File: src/hdl/acq_pkg.sv
package acq_pkg;

	// analog multiplexer channel select
	typedef logic [2:0] channel_t;

	// raw converter result
	typedef logic [7:0] sample_t;

	// one captured sample, channel in the upper bits
	typedef struct packed {
		channel_t channel;
		sample_t  data;
	} sample_rec_t;

	// cycles of mux_en ahead of soc so the analog input can settle
	localparam int SETTLE_CYCLES = 2;

	// settle counter must reach SETTLE_CYCLES - 1
	localparam int SETTLE_W = $clog2(SETTLE_CYCLES + 1);

	typedef logic [SETTLE_W-1:0] settle_cnt_t;

	// acquisition sequencer states
	// idle also serves as the one-cycle gap between samples
	typedef enum logic [2:0] {
		SEQ_IDLE,
		SEQ_SETTLE,
		SEQ_CONVERT,
		SEQ_WAIT_END,
		SEQ_CAPTURE,
		SEQ_REQUEST
	} seq_state_t;

endpackage

File: src/hdl/link_pkg.sv
package link_pkg;

	// one serial byte
	typedef logic [7:0] byte_t;

	// bit period in clock cycles
	typedef logic [9:0] period_t;

	// configuration write data
	typedef logic [15:0] cfg_word_t;

	// position inside a frame, start bit is 0
	typedef logic [3:0] bit_idx_t;

	// live link configuration
	typedef struct packed {
		period_t           bit_period;
		acq_pkg::channel_t last_channel;
	} link_cfg_t;

	// upper field of a header byte, the channel fills the low bits
	localparam logic [4:0] HEADER_MARK = 5'b10100;

	// reset values, 104 cycles per bit and all eight channels
	localparam period_t           RESET_BIT_PERIOD   = 10'd104;
	localparam acq_pkg::channel_t RESET_LAST_CHANNEL = 3'd7;

	// shortest bit period the serializer accepts
	localparam period_t MIN_BIT_PERIOD = 10'd4;

	// start bit, eight data bits, stop bit
	localparam int       FRAME_BITS    = 10;
	localparam bit_idx_t LAST_DATA_IDX = bit_idx_t'(FRAME_BITS - 2);
	localparam bit_idx_t STOP_IDX      = bit_idx_t'(FRAME_BITS - 1);

	// configuration register map
	localparam logic CFG_ADDR_PERIOD  = 1'b0;
	localparam logic CFG_ADDR_CHANNEL = 1'b1;

endpackage

File: src/hdl/link_config.sv
`timescale 1ns/100ps

module link_config (
	input  logic                clock,
	input  logic                reset,
	input  logic                cfg_we,
	input  logic                cfg_addr,
	input  link_pkg::cfg_word_t cfg_wdata,
	output link_pkg::link_cfg_t cfg
);

	import link_pkg::*;

	// candidate bit period from the low bits of the write
	period_t wr_period;

	assign wr_period = cfg_wdata[$bits(period_t)-1:0];

	// write-only registers, new value visible the cycle after cfg_we
	always_ff @(posedge clock) begin
		if (reset) begin
			cfg.bit_period   <= RESET_BIT_PERIOD;
			cfg.last_channel <= RESET_LAST_CHANNEL;
		end else if (cfg_we) begin
			if (cfg_addr == CFG_ADDR_PERIOD) begin
				// a period below the minimum is dropped, old value kept
				if (wr_period >= MIN_BIT_PERIOD) begin
					cfg.bit_period <= wr_period;
				end
			end else if (cfg_addr == CFG_ADDR_CHANNEL) begin
				// channel count wraps after this one
				cfg.last_channel <= cfg_wdata[2:0];
			end
		end
	end

	// the serializer loads this period at every frame start
	// and its bit timer needs at least the minimum
	a_period_min: assert property (@(posedge clock) disable iff (reset)
		cfg.bit_period >= MIN_BIT_PERIOD);

endmodule

File: src/hdl/adc_sequencer.sv
`timescale 1ns/100ps

module adc_sequencer (
	input  logic                 clock,
	input  logic                 reset,
	input  logic                 eoc,
	input  acq_pkg::sample_t     data_in,
	input  acq_pkg::channel_t    last_channel,
	input  logic                 sample_done,
	output logic                 mux_en,
	output logic                 soc,
	output logic                 load_dato,
	output acq_pkg::channel_t    canale,
	output acq_pkg::sample_rec_t sample,
	output logic                 sample_req
);

	import acq_pkg::*;

	seq_state_t  state;
	settle_cnt_t settle_cnt;
	channel_t    next_channel;

	// wrap also covers a last_channel lowered below the current channel
	assign next_channel = (canale >= last_channel) ? '0 : canale + 1'b1;

	always_ff @(posedge clock) begin
		if (reset) begin
			state      <= SEQ_IDLE;
			settle_cnt <= '0;
			mux_en     <= 1'b0;
			soc        <= 1'b0;
			load_dato  <= 1'b0;
			canale     <= '0;
			sample_req <= 1'b0;
		end else begin
			case (state)
				SEQ_IDLE: begin
					// open the multiplexer on the current channel
					mux_en     <= 1'b1;
					settle_cnt <= '0;
					state      <= SEQ_SETTLE;
				end
				SEQ_SETTLE: begin
					settle_cnt <= settle_cnt + 1'b1;
					if (settle_cnt == settle_cnt_t'(SETTLE_CYCLES - 1)) begin
						soc   <= 1'b1;
						state <= SEQ_CONVERT;
					end
				end
				SEQ_CONVERT: begin
					// soc is a single cycle strobe
					soc <= 1'b0;
					if (eoc) begin
						state <= SEQ_WAIT_END;
					end
				end
				SEQ_WAIT_END: begin
					// falling eoc means the result is ready
					if (!eoc) begin
						load_dato <= 1'b1;
						mux_en    <= 1'b0;
						state     <= SEQ_CAPTURE;
					end
				end
				SEQ_CAPTURE: begin
					load_dato  <= 1'b0;
					canale     <= next_channel;
					sample_req <= 1'b1;
					state      <= SEQ_REQUEST;
				end
				SEQ_REQUEST: begin
					// hold the record until the scheduler has sent both bytes
					if (sample_done) begin
						sample_req <= 1'b0;
						state      <= SEQ_IDLE;
					end
				end
				default: begin
					state <= SEQ_IDLE;
				end
			endcase
		end
	end

	// sample record, taken while load_dato is high
	// channel is the one that was converted, before the step
	always_ff @(posedge clock) begin
		if (state == SEQ_CAPTURE) begin
			sample.channel <= canale;
			sample.data    <= data_in;
		end
	end

	// capture closes a conversion window that mux_en held open
	a_load_after_mux: assert property (@(posedge clock) disable iff (reset)
		load_dato |-> !mux_en && $past(mux_en));

	// a stable last_channel from the config block bounds the stepped channel
	a_channel_range: assert property (@(posedge clock) disable iff (reset)
		$rose(sample_req) && $stable(last_channel) |-> canale <= last_channel);

endmodule

File: src/hdl/frame_scheduler.sv
`timescale 1ns/100ps

module frame_scheduler (
	input  logic                 clock,
	input  logic                 reset,
	input  acq_pkg::sample_rec_t sample,
	input  logic                 sample_req,
	input  logic                 confirm,
	output logic                 sample_done,
	output link_pkg::byte_t      tx_byte,
	output logic                 shot,
	output logic                 add_mpx2
);

	import link_pkg::*;

	// header byte in flight, then data byte in flight
	typedef enum logic [1:0] {
		FS_IDLE,
		FS_HEADER,
		FS_DATA
	} fs_state_t;

	fs_state_t state;

	// second confirm finishes the sample
	assign sample_done = (state == FS_DATA) && confirm;

	always_ff @(posedge clock) begin
		if (reset) begin
			state    <= FS_IDLE;
			shot     <= 1'b0;
			add_mpx2 <= 1'b0;
		end else begin
			shot <= 1'b0;
			case (state)
				FS_IDLE: begin
					if (sample_req) begin
						shot  <= 1'b1;
						state <= FS_HEADER;
					end
				end
				FS_HEADER: begin
					// data byte follows right after the header is done
					if (confirm) begin
						shot     <= 1'b1;
						add_mpx2 <= 1'b1;
						state    <= FS_DATA;
					end
				end
				FS_DATA: begin
					if (confirm) begin
						add_mpx2 <= 1'b0;
						state    <= FS_IDLE;
					end
				end
				default: begin
					state <= FS_IDLE;
				end
			endcase
		end
	end

	// byte to send, set up together with each shot
	always_ff @(posedge clock) begin
		if (state == FS_IDLE && sample_req) begin
			tx_byte <= {HEADER_MARK, sample.channel};
		end else if (state == FS_HEADER && confirm) begin
			tx_byte <= sample.data;
		end
	end

endmodule

File: src/hdl/tx_holding.sv
`timescale 1ns/100ps

module tx_holding (
	input  logic            clock,
	input  logic            reset,
	input  link_pkg::byte_t tx_byte,
	input  logic            shot,
	input  logic            dsr,
	input  logic            tx_end,
	output logic            confirm,
	output link_pkg::byte_t ser_byte,
	output logic            ser_start,
	output logic            error
);

	import link_pkg::*;

	typedef enum logic [1:0] {
		TH_IDLE,
		TH_LOAD,
		TH_CHECK,
		TH_WAIT_END
	} th_state_t;

	th_state_t state;
	byte_t     hold_reg;
	// holding register owns a byte
	logic      full;

	// serializer latches the byte at ser_start
	assign ser_byte = hold_reg;

	always_ff @(posedge clock) begin
		if (reset) begin
			state     <= TH_IDLE;
			full      <= 1'b0;
			confirm   <= 1'b0;
			ser_start <= 1'b0;
			error     <= 1'b0;
		end else begin
			confirm   <= 1'b0;
			ser_start <= 1'b0;
			case (state)
				TH_IDLE: begin
					if (shot) begin
						state <= TH_LOAD;
					end
				end
				TH_LOAD: begin
					full  <= 1'b1;
					state <= TH_CHECK;
				end
				TH_CHECK: begin
					if (dsr) begin
						// receiver ready, hand off to the serializer
						ser_start <= 1'b1;
						error     <= 1'b0;
						state     <= TH_WAIT_END;
					end else begin
						// no data set ready, byte is lost
						error   <= 1'b1;
						full    <= 1'b0;
						confirm <= 1'b1;
						state   <= TH_IDLE;
					end
				end
				TH_WAIT_END: begin
					if (tx_end) begin
						full    <= 1'b0;
						confirm <= 1'b1;
						state   <= TH_IDLE;
					end
				end
				default: begin
					state <= TH_IDLE;
				end
			endcase
			// overrun, a new byte while one is still held
			if (shot && full) begin
				error <= 1'b1;
			end
		end
	end

	always_ff @(posedge clock) begin
		if (state == TH_LOAD) begin
			hold_reg <= tx_byte;
		end
	end

	// scheduler waits for confirm, so a shot never finds the register full
	a_no_overrun: assert property (@(posedge clock) disable iff (reset)
		shot |-> !full);

	// error only rises from an overrun or a dsr fault at the check
	a_error_cause: assert property (@(posedge clock) disable iff (reset)
		$rose(error) |-> $past(shot && full) || $past(state == TH_CHECK && !dsr));

endmodule

File: src/hdl/uart_serializer.sv
`timescale 1ns/100ps

module uart_serializer (
	input  logic              clock,
	input  logic              reset,
	input  link_pkg::byte_t   ser_byte,
	input  logic              ser_start,
	input  link_pkg::period_t bit_period,
	output logic              data_out,
	output logic              tx_end
);

	import link_pkg::*;

	logic     busy;
	// bit currently on the line
	bit_idx_t bit_idx;
	// cycles left in the current bit
	period_t  timer;
	// period held for the whole frame
	period_t  period_q;
	byte_t    shift_reg;
	logic     bit_done;

	assign bit_done = busy && (timer == '0);

	// last cycle of the stop bit
	assign tx_end = bit_done && (bit_idx == STOP_IDX);

	always_ff @(posedge clock) begin
		if (reset) begin
			busy     <= 1'b0;
			bit_idx  <= '0;
			timer    <= '0;
			data_out <= 1'b1;
		end else if (ser_start && !busy) begin
			// start bit goes out at once
			busy     <= 1'b1;
			bit_idx  <= '0;
			timer    <= bit_period - 1'b1;
			data_out <= 1'b0;
		end else if (bit_done) begin
			if (bit_idx == STOP_IDX) begin
				busy     <= 1'b0;
				data_out <= 1'b1;
			end else begin
				bit_idx  <= bit_idx + 1'b1;
				timer    <= period_q - 1'b1;
				// after the last data bit comes the stop bit
				data_out <= (bit_idx == LAST_DATA_IDX) ? 1'b1 : shift_reg[7];
			end
		end else if (busy) begin
			timer <= timer - 1'b1;
		end
	end

	// MSB first, shift left as each data bit is put on the line
	always_ff @(posedge clock) begin
		if (ser_start && !busy) begin
			period_q  <= bit_period;
			shift_reg <= ser_byte;
		end else if (bit_done && bit_idx < LAST_DATA_IDX) begin
			shift_reg <= {shift_reg[6:0], 1'b0};
		end
	end

	// holding stage waits for tx_end before the next start
	a_start_idle: assert property (@(posedge clock) disable iff (reset)
		ser_start |-> !busy);

endmodule

File: src/hdl/acq_link_top.sv
`timescale 1ns/100ps

module acq_link_top (
	input  logic                clock,
	input  logic                reset,
	// converter side
	output logic                mux_en,
	output acq_pkg::channel_t   canale,
	output logic                soc,
	input  logic                eoc,
	input  acq_pkg::sample_t    data_in,
	output logic                load_dato,
	// link side
	output logic                add_mpx2,
	input  logic                dsr,
	output logic                error,
	output logic                data_out,
	// configuration side
	input  logic                cfg_we,
	input  logic                cfg_addr,
	input  link_pkg::cfg_word_t cfg_wdata
);

	import acq_pkg::*;
	import link_pkg::*;

	link_cfg_t   cfg;
	// sequencer to scheduler
	sample_rec_t sample;
	logic        sample_req;
	logic        sample_done;
	// scheduler to holding stage
	byte_t       tx_byte;
	logic        shot;
	logic        confirm;
	// holding stage to serializer
	byte_t       ser_byte;
	logic        ser_start;
	logic        tx_end;

	link_config i_link_config (
		.clock     (clock),
		.reset     (reset),
		.cfg_we    (cfg_we),
		.cfg_addr  (cfg_addr),
		.cfg_wdata (cfg_wdata),
		.cfg       (cfg)
	);

	adc_sequencer i_adc_sequencer (
		.clock        (clock),
		.reset        (reset),
		.eoc          (eoc),
		.data_in      (data_in),
		.last_channel (cfg.last_channel),
		.sample_done  (sample_done),
		.mux_en       (mux_en),
		.soc          (soc),
		.load_dato    (load_dato),
		.canale       (canale),
		.sample       (sample),
		.sample_req   (sample_req)
	);

	frame_scheduler i_frame_scheduler (
		.clock       (clock),
		.reset       (reset),
		.sample      (sample),
		.sample_req  (sample_req),
		.confirm     (confirm),
		.sample_done (sample_done),
		.tx_byte     (tx_byte),
		.shot        (shot),
		.add_mpx2    (add_mpx2)
	);

	tx_holding i_tx_holding (
		.clock     (clock),
		.reset     (reset),
		.tx_byte   (tx_byte),
		.shot      (shot),
		.dsr       (dsr),
		.tx_end    (tx_end),
		.confirm   (confirm),
		.ser_byte  (ser_byte),
		.ser_start (ser_start),
		.error     (error)
	);

	uart_serializer i_uart_serializer (
		.clock      (clock),
		.reset      (reset),
		.ser_byte   (ser_byte),
		.ser_start  (ser_start),
		.bit_period (cfg.bit_period),
		.data_out   (data_out),
		.tx_end     (tx_end)
	);

endmodule

File: config.mk
export PLATFORM = sky130hd
export DESIGN_NAME = acq_link_top
export DESIGN_NICKNAME = d
export VERILOG_FILES = /design/src/hdl/acq_pkg.sv /design/src/hdl/link_pkg.sv /design/src/hdl/link_config.sv /design/src/hdl/adc_sequencer.sv /design/src/hdl/frame_scheduler.sv /design/src/hdl/tx_holding.sv /design/src/hdl/uart_serializer.sv /design/src/hdl/acq_link_top.sv
export SDC_FILE = /design/constraint.sdc
export NUM_CORES = 1
export LEC_CHECK = 0
export BUFFER_PORTS_ARGS = -buffer_cell sky130_fd_sc_hd__buf_2
export CAP_MARGIN = 20
export CORE_UTILIZATION = 49
export CTS_CLUSTER_SIZE = 16
export DETAILED_ROUTE_END_ITERATION = 7
export GPL_TIMING_DRIVEN = 0
export MAX_ROUTING_LAYER = met4
export PLACE_DENSITY_LB_ADDON = 0.08
export SLEW_MARGIN = 20
export SYNTH_ARGS = -nofsm -noshare
export SYNTH_HDL_FRONTEND = slang
export SYNTH_SLANG_ARGS = --single-unit
File: constraint.sdc
create_clock -name clock -period 2.17 [get_ports clock]
set_input_delay 0.217 -clock clock [delete_from_list [all_inputs] [get_ports clock]]
set_output_delay 0.217 -clock clock [all_outputs]
set_load 0.02 [all_outputs]
---- Yosys cells after proc, flatten, opt, wreduce, memory -nomap -nowiden ----
Cells that the tools add are included.
word-level totals
  register bits ........................... 96
  logic and storage cells ................. 159
  bits of input ports ..................... 30
  output and inout port bits .............. 9
cells by class
  $lt $le $gt $ge ......................... 3
  bitwise operators ....................... 3
  multiplexer cells ....................... 53
  $add $sub $neg .......................... 6
  equality and inequality tests ........... 24
  reduce and logical (&&, ||, !) cells .... 42
operators with widths
  cell                     count
  $mux W10                 4
  $sub A10 B1 Y10 const B  3
  $mux W1                  22
  $reduce_bool A2 Y1       11
  $mux W3                  7
  $pmux W3 S6              1
  $reduce_and A2 Y1        9
  $mux W8                  2
  $pmux W1 S2              7
  $mux W2                  6
  $reduce_and A3 Y1        4
  $ge A10 B3 Y1 const B    1
  $logic_not A10 Y1        1
  $ne A2 B1 Y1 const B     5
  $ne A2 B2 Y1 const B     5
  $eq A4 B4 Y1 const B     2
  $logic_and A1 B1 Y1      8
  $pmux W2 S4              1
  $eq A2 B1 Y1 const B     3
  $eq A2 B2 Y1 const B     3
  $eq A3 B2 Y1 const B     2
  $eq A3 B3 Y1 const B     2
  $pmux W2 S3              1
  $reduce_bool A3 Y1       2
  15 further kinds         19

---- Depth between registers and ports, before layout ----
Gate-level depths: netlist (run 1).
  word-level depth ........................ 5
  mapped depth ............................ 9
  gate-level depth less buffers ........... 7

---- Cells and area by module ----
From an unflattened synthesis (run 1), not the netlist that was laid out.
second synthesis, totals
  cell total of the unflattened synthesis .. 400
  area total of the unflattened synthesis .. 4,431.8 um2
modules (own cells, without submodules)
  module           seq. area each (um2)  area each (um2)  cells an instance  times used
  uart_serializer  860.8                 1,811.7          166                1
  adc_sequencer    570.5                 980.9            89                 1
  link_config      260.2                 593.1            56                 1
  frame_scheduler  270.3                 570.5            56                 1
  tx_holding       360.3                 475.5            33                 1

---- Worst setup path before layout (run 1) ----
Ideal clock, no wire load.
  path type ............................... register to register
  start ................................... register i_uart_serializer.timer[9]
  end ..................................... register i_uart_serializer.shift_reg[0], enable pin
  buffers on the path ..................... 0
  period minus slack after synthesis ...... 2,047 ps
  library setup time ...................... 384 ps
  path slack .............................. 123 ps
  arrival ................................. 1,663 ps
  data required time ...................... 1,786 ps
  cell stages (with the launch flop) ...... 4
  cells stage by stage .................... dfxtp_1 > nor4_2 > nand3_2 > o21ai_0
between the ends
  word-level cells in the longest chain between the ends .. 4
RTL lines
  item                          RTL line               source
  start, declared               uart_serializer.sv:19  period_t timer;
  start signal, assigned        uart_serializer.sv:40  timer <= bit_period - 1'b1;
  start signal, assigned        uart_serializer.sv:48  timer <= period_q - 1'b1;
  start signal, assigned        uart_serializer.sv:53  timer <= timer - 1'b1;
  $logic_not A10 Y1             uart_serializer.sv:25  assign bit_done = busy && (timer == '0);
  $logic_and A1 B1 Y1           uart_serializer.sv:25
  $logic_and A1 B1 Y1           uart_serializer.sv:62  end else if (bit_done && bit_idx < LAST_DATA_IDX) begin
  $reduce_bool A2 Y1 (no line)  -
  end signal, assigned          uart_serializer.sv:61  shift_reg <= ser_byte;
  end signal, assigned          uart_serializer.sv:63  shift_reg <= {shift_reg[6:0], 1'b0};
  end, declared                 uart_serializer.sv:22  byte_t shift_reg;
No other way between the ends.
A chain may end at the register's enable or synchronous reset.

---- Final worst setup path (run 1) ----
  start ................................... register i_uart_serializer.busy
  end ..................................... register i_uart_serializer.timer[7]
between the ends
  word-level cells in the longest chain between the ends .. 4
  elaborated cells on any way between the ends .. 8
  those cells by class .................... eq/ne: 1; mux: 2; reduce/logical: 5
RTL lines
  item                                                                 RTL line               source
  start, declared                                                      uart_serializer.sv:15  logic busy;
  start signal, assigned                                               uart_serializer.sv:32  busy <= 1'b0;
  start signal, assigned                                               uart_serializer.sv:38  busy <= 1'b1;
  start signal, assigned                                               uart_serializer.sv:44  busy <= 1'b0;
  $logic_not A1 Y1                                                     uart_serializer.sv:36  end else if (ser_start && !busy) begin
  $logic_and A1 B1 Y1                                                  uart_serializer.sv:36
  $ne A3 B3 Y1 (no line) / $reduce_bool A3 Y1 (equally long branches)  -
  $reduce_and A2 Y1 (no line)                                          -
Parallel ways exist; a longest one is shown, timed or not.

==> results of run 1 <==
[tightest hold or removal path, delay by kind of cell]
kind	cells	cell delay, ns
AND/OR/NAND/NOR	1	0.05
buffers and inverters	1	0.09
multiplexers	1	0.06
[stage by stage]
stage / setup TNS [ns] / instances
4_1_cts: 0 / 569
2_1_floorplan: 0 / 409
5_1_grt: -0.05767 / 570
3_3_place_gp: -2.693 / 546
6_report: 0 / 570
3_5_place_dp: -2.618 / 546
[report_power, final]
group          total (mW)  leakage, nW  switching (mW)  internal, mW
registers            1.94        0.814          0.0299          1.91
clock network        1.20        0.104           0.735         0.462
logic               0.175         1.00          0.0980        0.0773
[cells in the mapped netlist (all sizes together) (8+ instances only)]
cell and n:
mux2i 22, clkbuf 13, nand2b 8, nor2 39, o21ai 21, dfxtp 56
inv 14, a21oi 24, nand3 15, ha 8, nand2 55, edfxtp 40
[routing by layer]
metal	GRT usage, %	up-vias	share of wire (%)
li1	-	1570	-
met2	31.77	71	46
met1	28.99	1456	49
met5	-	-	0
met3	4.670	13	4.1
met4	8.965	0	1.3
[final timing paths]
check | to | slack [ns] | cells after the start
setup / recovery | i_uart_serializer.timer[7] | 0.12 | 7
hold reg to reg | i_tx_holding.ser_byte[0] | 0.43 | 0
setup reg to reg | i_uart_serializer.timer[7] | 0.12 | 7
hold / removal | i_link_config.cfg[6] | 0.06 | 3
[layout make-up]
class,count,area (µm²),area share (%)
clock inverters,7,81.33,1.685
multi-input cells,279,1773,36.73
clock buffers,9,123.9,2.566
inverters,14,52.55,1.089
well taps,105,131.4,2.722
flip-flops and latches,96,2325,48.16
repair buffers,40,240.2,4.977
plain buffers,20,100.1,2.074
[cell families after synthesis]
| logic type | count (synthesis) | share of synthesized area, % |
|---|---|---|
| buffers and inverters | 34 | 3.538 |
| flip-flops | 96 | 55.17 |
| AND/OR/NAND/NOR | 161 | 19.17 |
| multiplexers | 24 | 5.767 |
| AO/OA/AOI/OAI | 81 | 12.93 |
| XOR/XNOR | 5 | 1.041 |
| adder cells (fa/ha/maj) | 8 | 2.378 |
[repair_timing]
item                       CTS  global route
setup endpoints to repair   13            28
hold endpoints to repair     7             1
pin swaps                    0             1
hold buffers                 7             1
resized for setup            4            11
cloned                       0             0
==> flow_summary.yaml, run 1 <==
finish:
  final_cell_mix: "55 x nand2_1, 54 x dfxtp_1, 40 x edfxtp_1"
  drive_gt1_share_pct: 16.13
  area_growth_pct: 14.68
  largest_reg_flops: 13
  n_antenna_cell: 0
  nets: 498
  fillers: 736
  fin_area_um2: 4827
  largest_register: "i_link_config.cfg"
  utilization_pct: 58.45
  final_common_cell: "nand2_1"
  top_regs: "i_link_config.cfg x13, i_adc_sequencer.sample x11"
synth:
  seq_area_frac_synth_pct: 55.17
  syn_avg_cell_area_um2: 10.29
  synth.largest_area_cell: "edfxtp_1"
  ys_ff_latch: 96
  ys.flop_type: "dfxtp_1"
  synth_edf_count: 40
  synth_cell_types: 60
  netlist_area_um2: 4209
  ys_warn_count: 0
  synth.top_cell.area_share_pct: 28.54
  synth_area_leaders: "edfxtp_1 29%, dfxtp_1 27%, mux2i_1 5.2%"
  syn_inst: 409
  synth_nets: 447
  async_flop_share_pct: 0
global_route:
  overflow: 0
  gr-usage-all-layers_pct: 21.66
  grt_pass1_wl_um: 14060
  first_global_vias: 2866
  grt_max_degree: 21
  antenna_found_initial: 0
sta:
  slew_viol_final: 0
  post-route-period-util_pct: 94.56
  hold_viol: 0
  setup_viol_count_final: 0
  hold_ws_ns: 0.06239
  tightest_slew_ns: 0.7054
  max_freq_mhz: 487.3
  fin_crit_ns: 2.052
  rsz0062_at_grt: "true"
  fin_skew_ns: 0.009208
  slew-limit-headroom_pct: 52.97
  worst_slack_ns: 0.1180
worst_setup_path:
  cp_top_family: "compound AO/OA/AOI/OAI gates"
  rr_startpoint: "i_uart_serializer.busy"
  start_kind: "register"
  path_class: "register to register"
  crit_path_top_delay_cell: "or3_4"
  required_ns: 2.47
  max_stage_delay_ns: 0.45
  critical_path_arrival_ns: 2.35
  crit_path_max_fanout: 7
  path_buf_inv: 2
  setup.worst_path.start: "i_uart_serializer.busy"
  worst_setup_path_end_kind: "register"
  crit_path_cell_trace: "nand2b_1 -> buf_6 -> inv_2 -> o31ai_2 -> o211ai_2 -> or3_4 -> a311oi_2"
placement:
  port_buffers: 32
  pre_cts_ws_ns: -0.3097
  place.gp.congestion: 0.8754
  dpl_cell_area_um2: 4501
  dp_hpwl_um: 6071
run:
  max-cap-violations: 0
floorplan:
  coreArea_um2: 8258
  die_w_um: 94.68
  start_util_pct: 50.97
  num_io_pins: 39
  std_cell_rows: 33
  die_y_um: 94.68
  die_area_um2: 8964
power:
  power_mw: 3.317
  vdd_ir_drop_max_v: 0.0003960
  pwr_density_cell_nw_per_um2: 687.1
  power.leakage_nw: 1.921
clocking:
  cts_tree: "yes"
  path_clk_slew_ns: 0.10
  cts_root_buf: "clkbuf_8"
  clock_latency_ns: 0.38
  cts_made_buffers: 9
  htreeDepth: 3
  cts_setup_buffers: 0
  cts.sinks: 96
  clock_path_buffers: 2
worst_hold_path:
  hold_path.startpoint: "cfg_wdata[3]"
  hold_path_class: "primary input to register"
detailed_routing:
  routed_via_density: 5.456
  drc_errors: 0
  wl_per_cell_um: 15.37
  wirelength_um: 8762
  drtIter0Drc: 141
  final_antenna_net_count: 0
  drt-pass1-iter-count: 4
  via_count: 3110
status:
  status: "completed"
Note: power is estimated with default switching activity, not from simulation.
==> run 2: changes to the inputs <==
BUFFER_PORTS_ARGS = not set   (was -buffer_cell sky130_fd_sc_hd__buf_2)
CTS_BUF_LIST = sky130_fd_sc_hd__clkbuf_2   (was not set)
DONT_BUFFER_PORTS = 1   (was not set)
==> run 2 against run 1 <==
Effect of this change: non-clock buffer count shrank 11; critical path type unchanged; combinational power is essentially flat; count of clock-buffer cells in the layout is the same; final cell count shrank 1.9%; sequential power is essentially flat; power shrank 9.4%; global-route usage grew 0.85 points; setup slack lost 0.067 ns; register-to-register slack lost 0.07 ns; critical path depth is the same.
==> flow_summary.yaml, run 2 (synthesis gave the netlist of run 1 again) <==
worst_setup_path:
  required_ns: 2.68
  path_class: "register to register"
  worst_setup_path_end_kind: "register"
  rr_startpoint: "i_uart_serializer.busy"
  reg2regPathDepth: 7
  start_kind: "register"
  critical_path_arrival_ns: 2.63
  crit_path_top_delay_cell: "or3_4"
  path_buf_inv: 2
  crit_cells: 7
  crit_path_cell_trace: "nand2b_1 -> buf_6 -> inv_2 -> o31ai_2 -> o211ai_2 -> or3_4 -> a311oi_2"
  r2r_setup_slack_ns: 0.05
  crit_path_max_fanout: 7
  cp_top_family: "compound AO/OA/AOI/OAI gates"
  r2r-end: "i_uart_serializer.timer[7]"
  max_stage_delay_ns: 0.45
clocking:
  htreeDepth: 3
  cts_root_buf: "clkbuf_2"
  cts_made_buffers: 9
  cts_tree: "yes"
  path_clk_slew_ns: 0.29
  clock_path_buffers: 2
  cts.sinks: 96
  clock_latency_ns: 0.58
detailed_routing:
  via_count: 3159
  drt-pass1-iter-count: 5
  drc_errors: 0
  wirelength_um: 8971
  drtIter0Drc: 149
  final_antenna_net_count: 0
  wl_per_cell_um: 16.05
  routed_via_density: 5.651
sta:
  worst_slack_ns: 0.05135
  post-route-period-util_pct: 97.63
  rsz0062_at_grt: "true"
  fin_skew_ns: 0.02521
  setup_viol_count_final: 0
  slew-limit-headroom_pct: 51.74
  tns_ns: 0
  tightest_slew_ns: 0.7238
  max_freq_mhz: 472.0
  hold_viol: 0
  fin_crit_ns: 2.119
  slew_viol_final: 0
finish:
  top_regs: "i_link_config.cfg x13, i_adc_sequencer.sample x11"
  final_cell_mix: "55 x nand2_1, 54 x dfxtp_1, 40 x edfxtp_1"
  n_antenna_cell: 0
  drive_gt1_share_pct: 9.692
  area_growth_pct: 13.79
  largest_register: "i_link_config.cfg"
  fillers: 721
  largest_reg_flops: 13
  nets: 487
  final_common_cell: "nand2_1"
global_route:
  first_global_vias: 2942
  overflow: 0
  grt_max_degree: 20
  grt_pass1_wl_um: 14730
  antenna_found_initial: 0
  gr-usage-all-layers_pct: 22.51
placement:
  dp_hpwl_um: 6107
  pre_cts_ws_ns: -0.4466
  place.gp.congestion: 0.8716
  port_buffers: 0
power:
  switching_power_uw: 808.7
  clkPwrFrac_pct: 29.2
  pwr_density_cell_nw_per_um2: 627.6
  p_seq_share_pct: 65.1
  p_int_mw: 2.197
  power.leakage_nw: 1.838
  share_comb_of_total_power_pct: 5.7
  netSwitchingFraction_pct: 26.90
  vdd_ir_drop_max_v: 0.0003987
worst_hold_path:
  holdPathStages: 2
  hold_path_end: "i_link_config.cfg[7]"
  hold_path_class: "primary input to register"
  hold_path.startpoint: "reset"
floorplan:
  die_area_um2: 8964
  start_util_pct: 50.97
  std_cell_rows: 33
  die_w_um: 94.68
  coreArea_um2: 8258
  die_y_um: 94.68
  num_io_pins: 39
run:
  max-cap-violations: 0
status:
  status: "completed"
[run 2: changes by cell type in the layout (fill, tap and decap cells not counted), sizes merged]
cell	before	now
dlygate4sd3	8	27
buf	39	9
[run 2: worst max path at each step]
stage | start | endpoint | slack (ns)
final | i_uart_serializer.busy | i_uart_serializer.timer[7] | 0.05
after global routing | i_uart_serializer.busy | i_uart_serializer.timer[7] | -0.04
after CTS | i_uart_serializer.busy | i_uart_serializer.shift_reg[1] | 0.02
after detailed placement | i_uart_serializer.timer[9] | i_uart_serializer.shift_reg[2] | -0.45
after global placement | i_uart_serializer.timer[9] | i_uart_serializer.shift_reg[3] | -0.39
after floorplan | i_uart_serializer.timer[9] | i_uart_serializer.shift_reg[0] | 0.12
[run 2: cell type report]
cell class / instances / area [µm²] / area share (%)
Tap cell: 105 / 131.4 / 2.743
Buffer: 20 / 100.1 / 2.090
Multi-Input combinational cell: 279 / 1777 / 37.10
Clock buffer: 9 / 45.04 / 0.9404
Sequential cell: 96 / 2325 / 48.54
Timing Repair Buffer: 29 / 285.3 / 5.956
Clock inverter: 7 / 73.82 / 1.541
Inverter: 14 / 52.55 / 1.097
[run 2: power by group through the flow]
stage | Combinational, mW | Sequential, mW | Clock [mW]
final | 0.172 | 1.96 | 0.877
after global routing | 0.191 | 1.96 | 0.972
after CTS | 0.170 | 1.96 | 0.902
after detailed placement | 0.126 | 1.99 | 0
after global placement | 0.120 | 1.99 | 0
after floorplan | 0.0985 | 1.98 | 0
[run 2: repair_timing]
action                                  CTS  global route
gates resized for setup                   5            10
hold buffers                             27             0
setup buffers                             0             2
gates cloned                              0             0
endpoints found under the hold margin    34             0
endpoints found under the setup margin   16            25
pin swaps                                 0             1
[run 2: per-layer routing]
metal,GRT usage (%),wire length (µm),vias up
met5,-,0,-
met4,10.61,172,0
met3,4.428,439,16
met2,31.65,3989,80
met1,31.08,4369,1508
li1,-,-,1555
[run 2: stage by stage]
stage,cells,power (mW),instance area (µm²),util [%],hold WS (ns)
after detailed placement,514,2.117,4340,52.56,0.3159
after global routing,559,3.125,4790,58.00,0.1053
after floorplan,409,2.078,4209,-,0.3080
final,559,3.006,4790,58.00,0.09106
after global placement,514,2.111,4340,52.56,0.3112
after CTS,557,3.029,4747,57.48,0.06467
==> run 3: changes to the inputs <==
CORE_UTILIZATION = 40   (was 49)
SETUP_SLACK_MARGIN = 0.2   (was not set)
SKIP_LAST_GASP = 1   (was not set)
==> run 3 against run 2 <==
Effect of this change: register-to-register slack better by 0.14 ns; largest cell class unchanged; first-iteration DRC count down 3.4%; sequential power about the same; via count down 0.35%; sequential share of layout area down 3.1 points; maximum frequency up 6.8%; die area up 22%; setup slack better by 0.14 ns; flip-flop and latch count unchanged.
==> flow_summary.yaml, run 3 (synthesis gave the netlist of run 1 again) <==
sta:
  slew_viol_final: 0
  setup_viol_count_final: 0
  worst_slack_ns: 0.1869
  rsz0062_at_grt: "true"
  post-route-period-util_pct: 91.39
  hold_viol: 0
  fin_crit_ns: 1.983
  max_freq_mhz: 504.3
  tightest_slew_ns: 0.7085
  tns_ns: 0
  slew-limit-headroom_pct: 52.77
  fin_skew_ns: 0.02718
placement:
  port_buffers: 0
  dp.cells: 545
  place.gp.congestion: 0.8058
  dp_hpwl_um: 6357
  pre_cts_ws_ns: -0.07226
worst_setup_path:
  setup.worst_path.start: "i_uart_serializer.busy"
  required_ns: 2.65
  r2r-end: "i_uart_serializer.timer[9]"
  path_class: "register to register"
  max_stage_delay_ns: 0.58
  path_buf_inv: 0
  reg2regPathDepth: 5
  critical_path_arrival_ns: 2.46
  crit_path_max_fanout: 5
  endpoint: "i_uart_serializer.timer[9]"
  worst_setup_path_end_kind: "register"
  crit_path_cell_trace: "or4b_1 -> o31ai_4 -> o211ai_4 -> or3_4 -> o211ai_1"
  crit_cells: 5
  cp_top_family: "simple AND/OR/NAND/NOR gates"
  rr_startpoint: "i_uart_serializer.busy"
  crit_path_top_delay_cell: "or4b_1"
  r2r_setup_slack_ns: 0.19
  start_kind: "register"
clocking:
  path_clk_slew_ns: 0.28
  clock_latency_ns: 0.56
  cts_root_buf: "clkbuf_2"
  clock_path_buffers: 2
  htreeDepth: 3
  cts.sinks: 96
  cts_tree: "yes"
  cts_made_buffers: 9
power:
  share_comb_of_total_power_pct: 5.4
  power_mw: 3.155
  clkPwrFrac_pct: 32.6
  netSwitchingFraction_pct: 24.10
  switching_power_uw: 760.4
  vdd_ir_drop_max_v: 0.0003856
  p_int_mw: 2.395
  p_seq_share_pct: 61.9
  pwr_density_cell_nw_per_um2: 614.2
  power.leakage_nw: 1.945
finish:
  area_growth_pct: 22.06
  fillers: 963
  utilization_pct: 49.99
  nets: 504
  drive_gt1_share_pct: 16.14
  largest_reg_flops: 13
  fin_cells: 607
  final_cell_mix: "55 x nand2_1, 51 x dfxtp_1, 40 x edfxtp_1"
  largest_register: "i_link_config.cfg"
  final_common_cell: "nand2_1"
  top_regs: "i_link_config.cfg x13, i_adc_sequencer.sample x11"
  n_antenna_cell: 0
floorplan:
  coreArea_um2: 10280
  die_area_um2: 10940
  num_io_pins: 39
  die_y_um: 104.6
  die_w_um: 104.6
  std_cell_rows: 37
  start_util_pct: 40.95
global_route:
  grt_max_degree: 20
  antenna_found_initial: 0
  first_global_vias: 3018
  overflow: 0
  gr-usage-all-layers_pct: 18.60
  grt_pass1_wl_um: 15330
detailed_routing:
  final_antenna_net_count: 0
  drc_errors: 0
  drt-pass1-iter-count: 4
  wl_per_cell_um: 15.86
  wirelength_um: 9629
  drtIter0Drc: 144
  routed_via_density: 5.186
  via_count: 3148
worst_hold_path:
  hold_path_class: "primary input to register"
run:
  max-cap-violations: 0
status:
  status: "completed"
run 3: cell types whose count changed in the layout (fill, tap and decap cells not counted), moves of 3 or more:
cell	before	now
buf_6	2	6
dfxtp_1	54	51
buf_4	4	15
dfxtp_4	0	3
run 3: final cells by class:
cell class                 instances  area [µm²]  share of cell area [%]
buffer                            20       117.6                   2.289
clock buffer                       9       45.04                  0.8768
clock inverter                     7       102.6                   1.997
inverter                          14       55.05                   1.072
multi-input combinational        279        1878                   36.56
sequential                        96        2336                   45.47
tap                              136       170.2                   3.312
timing repair buffer              46       432.9                   8.427
run 3: power by group through the flow:
stage / Combinational, mW / Clock [mW] / Sequential (mW)
6_report: 0.172 / 1.03 / 1.95
5_1_grt: 0.193 / 1.14 / 1.96
4_1_cts: 0.170 / 1.07 / 1.96
3_5_place_dp: 0.126 / 0 / 1.99
3_3_place_gp: 0.124 / 0 / 1.99
2_1_floorplan: 0.0985 / 0 / 1.98
run 3: worst min path at each step:
stage / start / to / slack [ns] / cells after the start
4_1_cts: reset / i_tx_holding.state[0] / 0.06 / 2
3_5_place_dp: data_in[3] / i_adc_sequencer.sample[3] / 0.32 / 0
6_report: reset / i_tx_holding.state[0] / 0.08 / 2
2_1_floorplan: reset / i_frame_scheduler.state[0] / 0.31 / 1
3_3_place_gp: reset / i_frame_scheduler.state[0] / 0.31 / 1
5_1_grt: reset / i_tx_holding.state[0] / 0.09 / 2
run 3: stage by stage:
stage	area, µm²	hold slack (ns)
after floorplan	4209	0.3080
after global placement	4379	0.3131
after detailed placement	4382	0.3159
after CTS	4911	0.06068
after global routing	5137	0.09073
final	5137	0.08326
run 3: routing by layer:
layer	vias up	routed length (µm)	global-route usage (%)
met5	-	0	-
li1	1590	-	-
met1	1479	4607	24.87
met4	0	127	7.545
met3	10	471	3.618
met2	69	4423	27.77
run 3: timing repair:
action,4_1_cts,5_1_grt
hold buffers,27,0
hold endpoints to repair,34,0
pin swaps,6,10
endpoints found under the setup margin,37,10
resized for setup,16,31
setup buffers,7,10
gates cloned,0,2
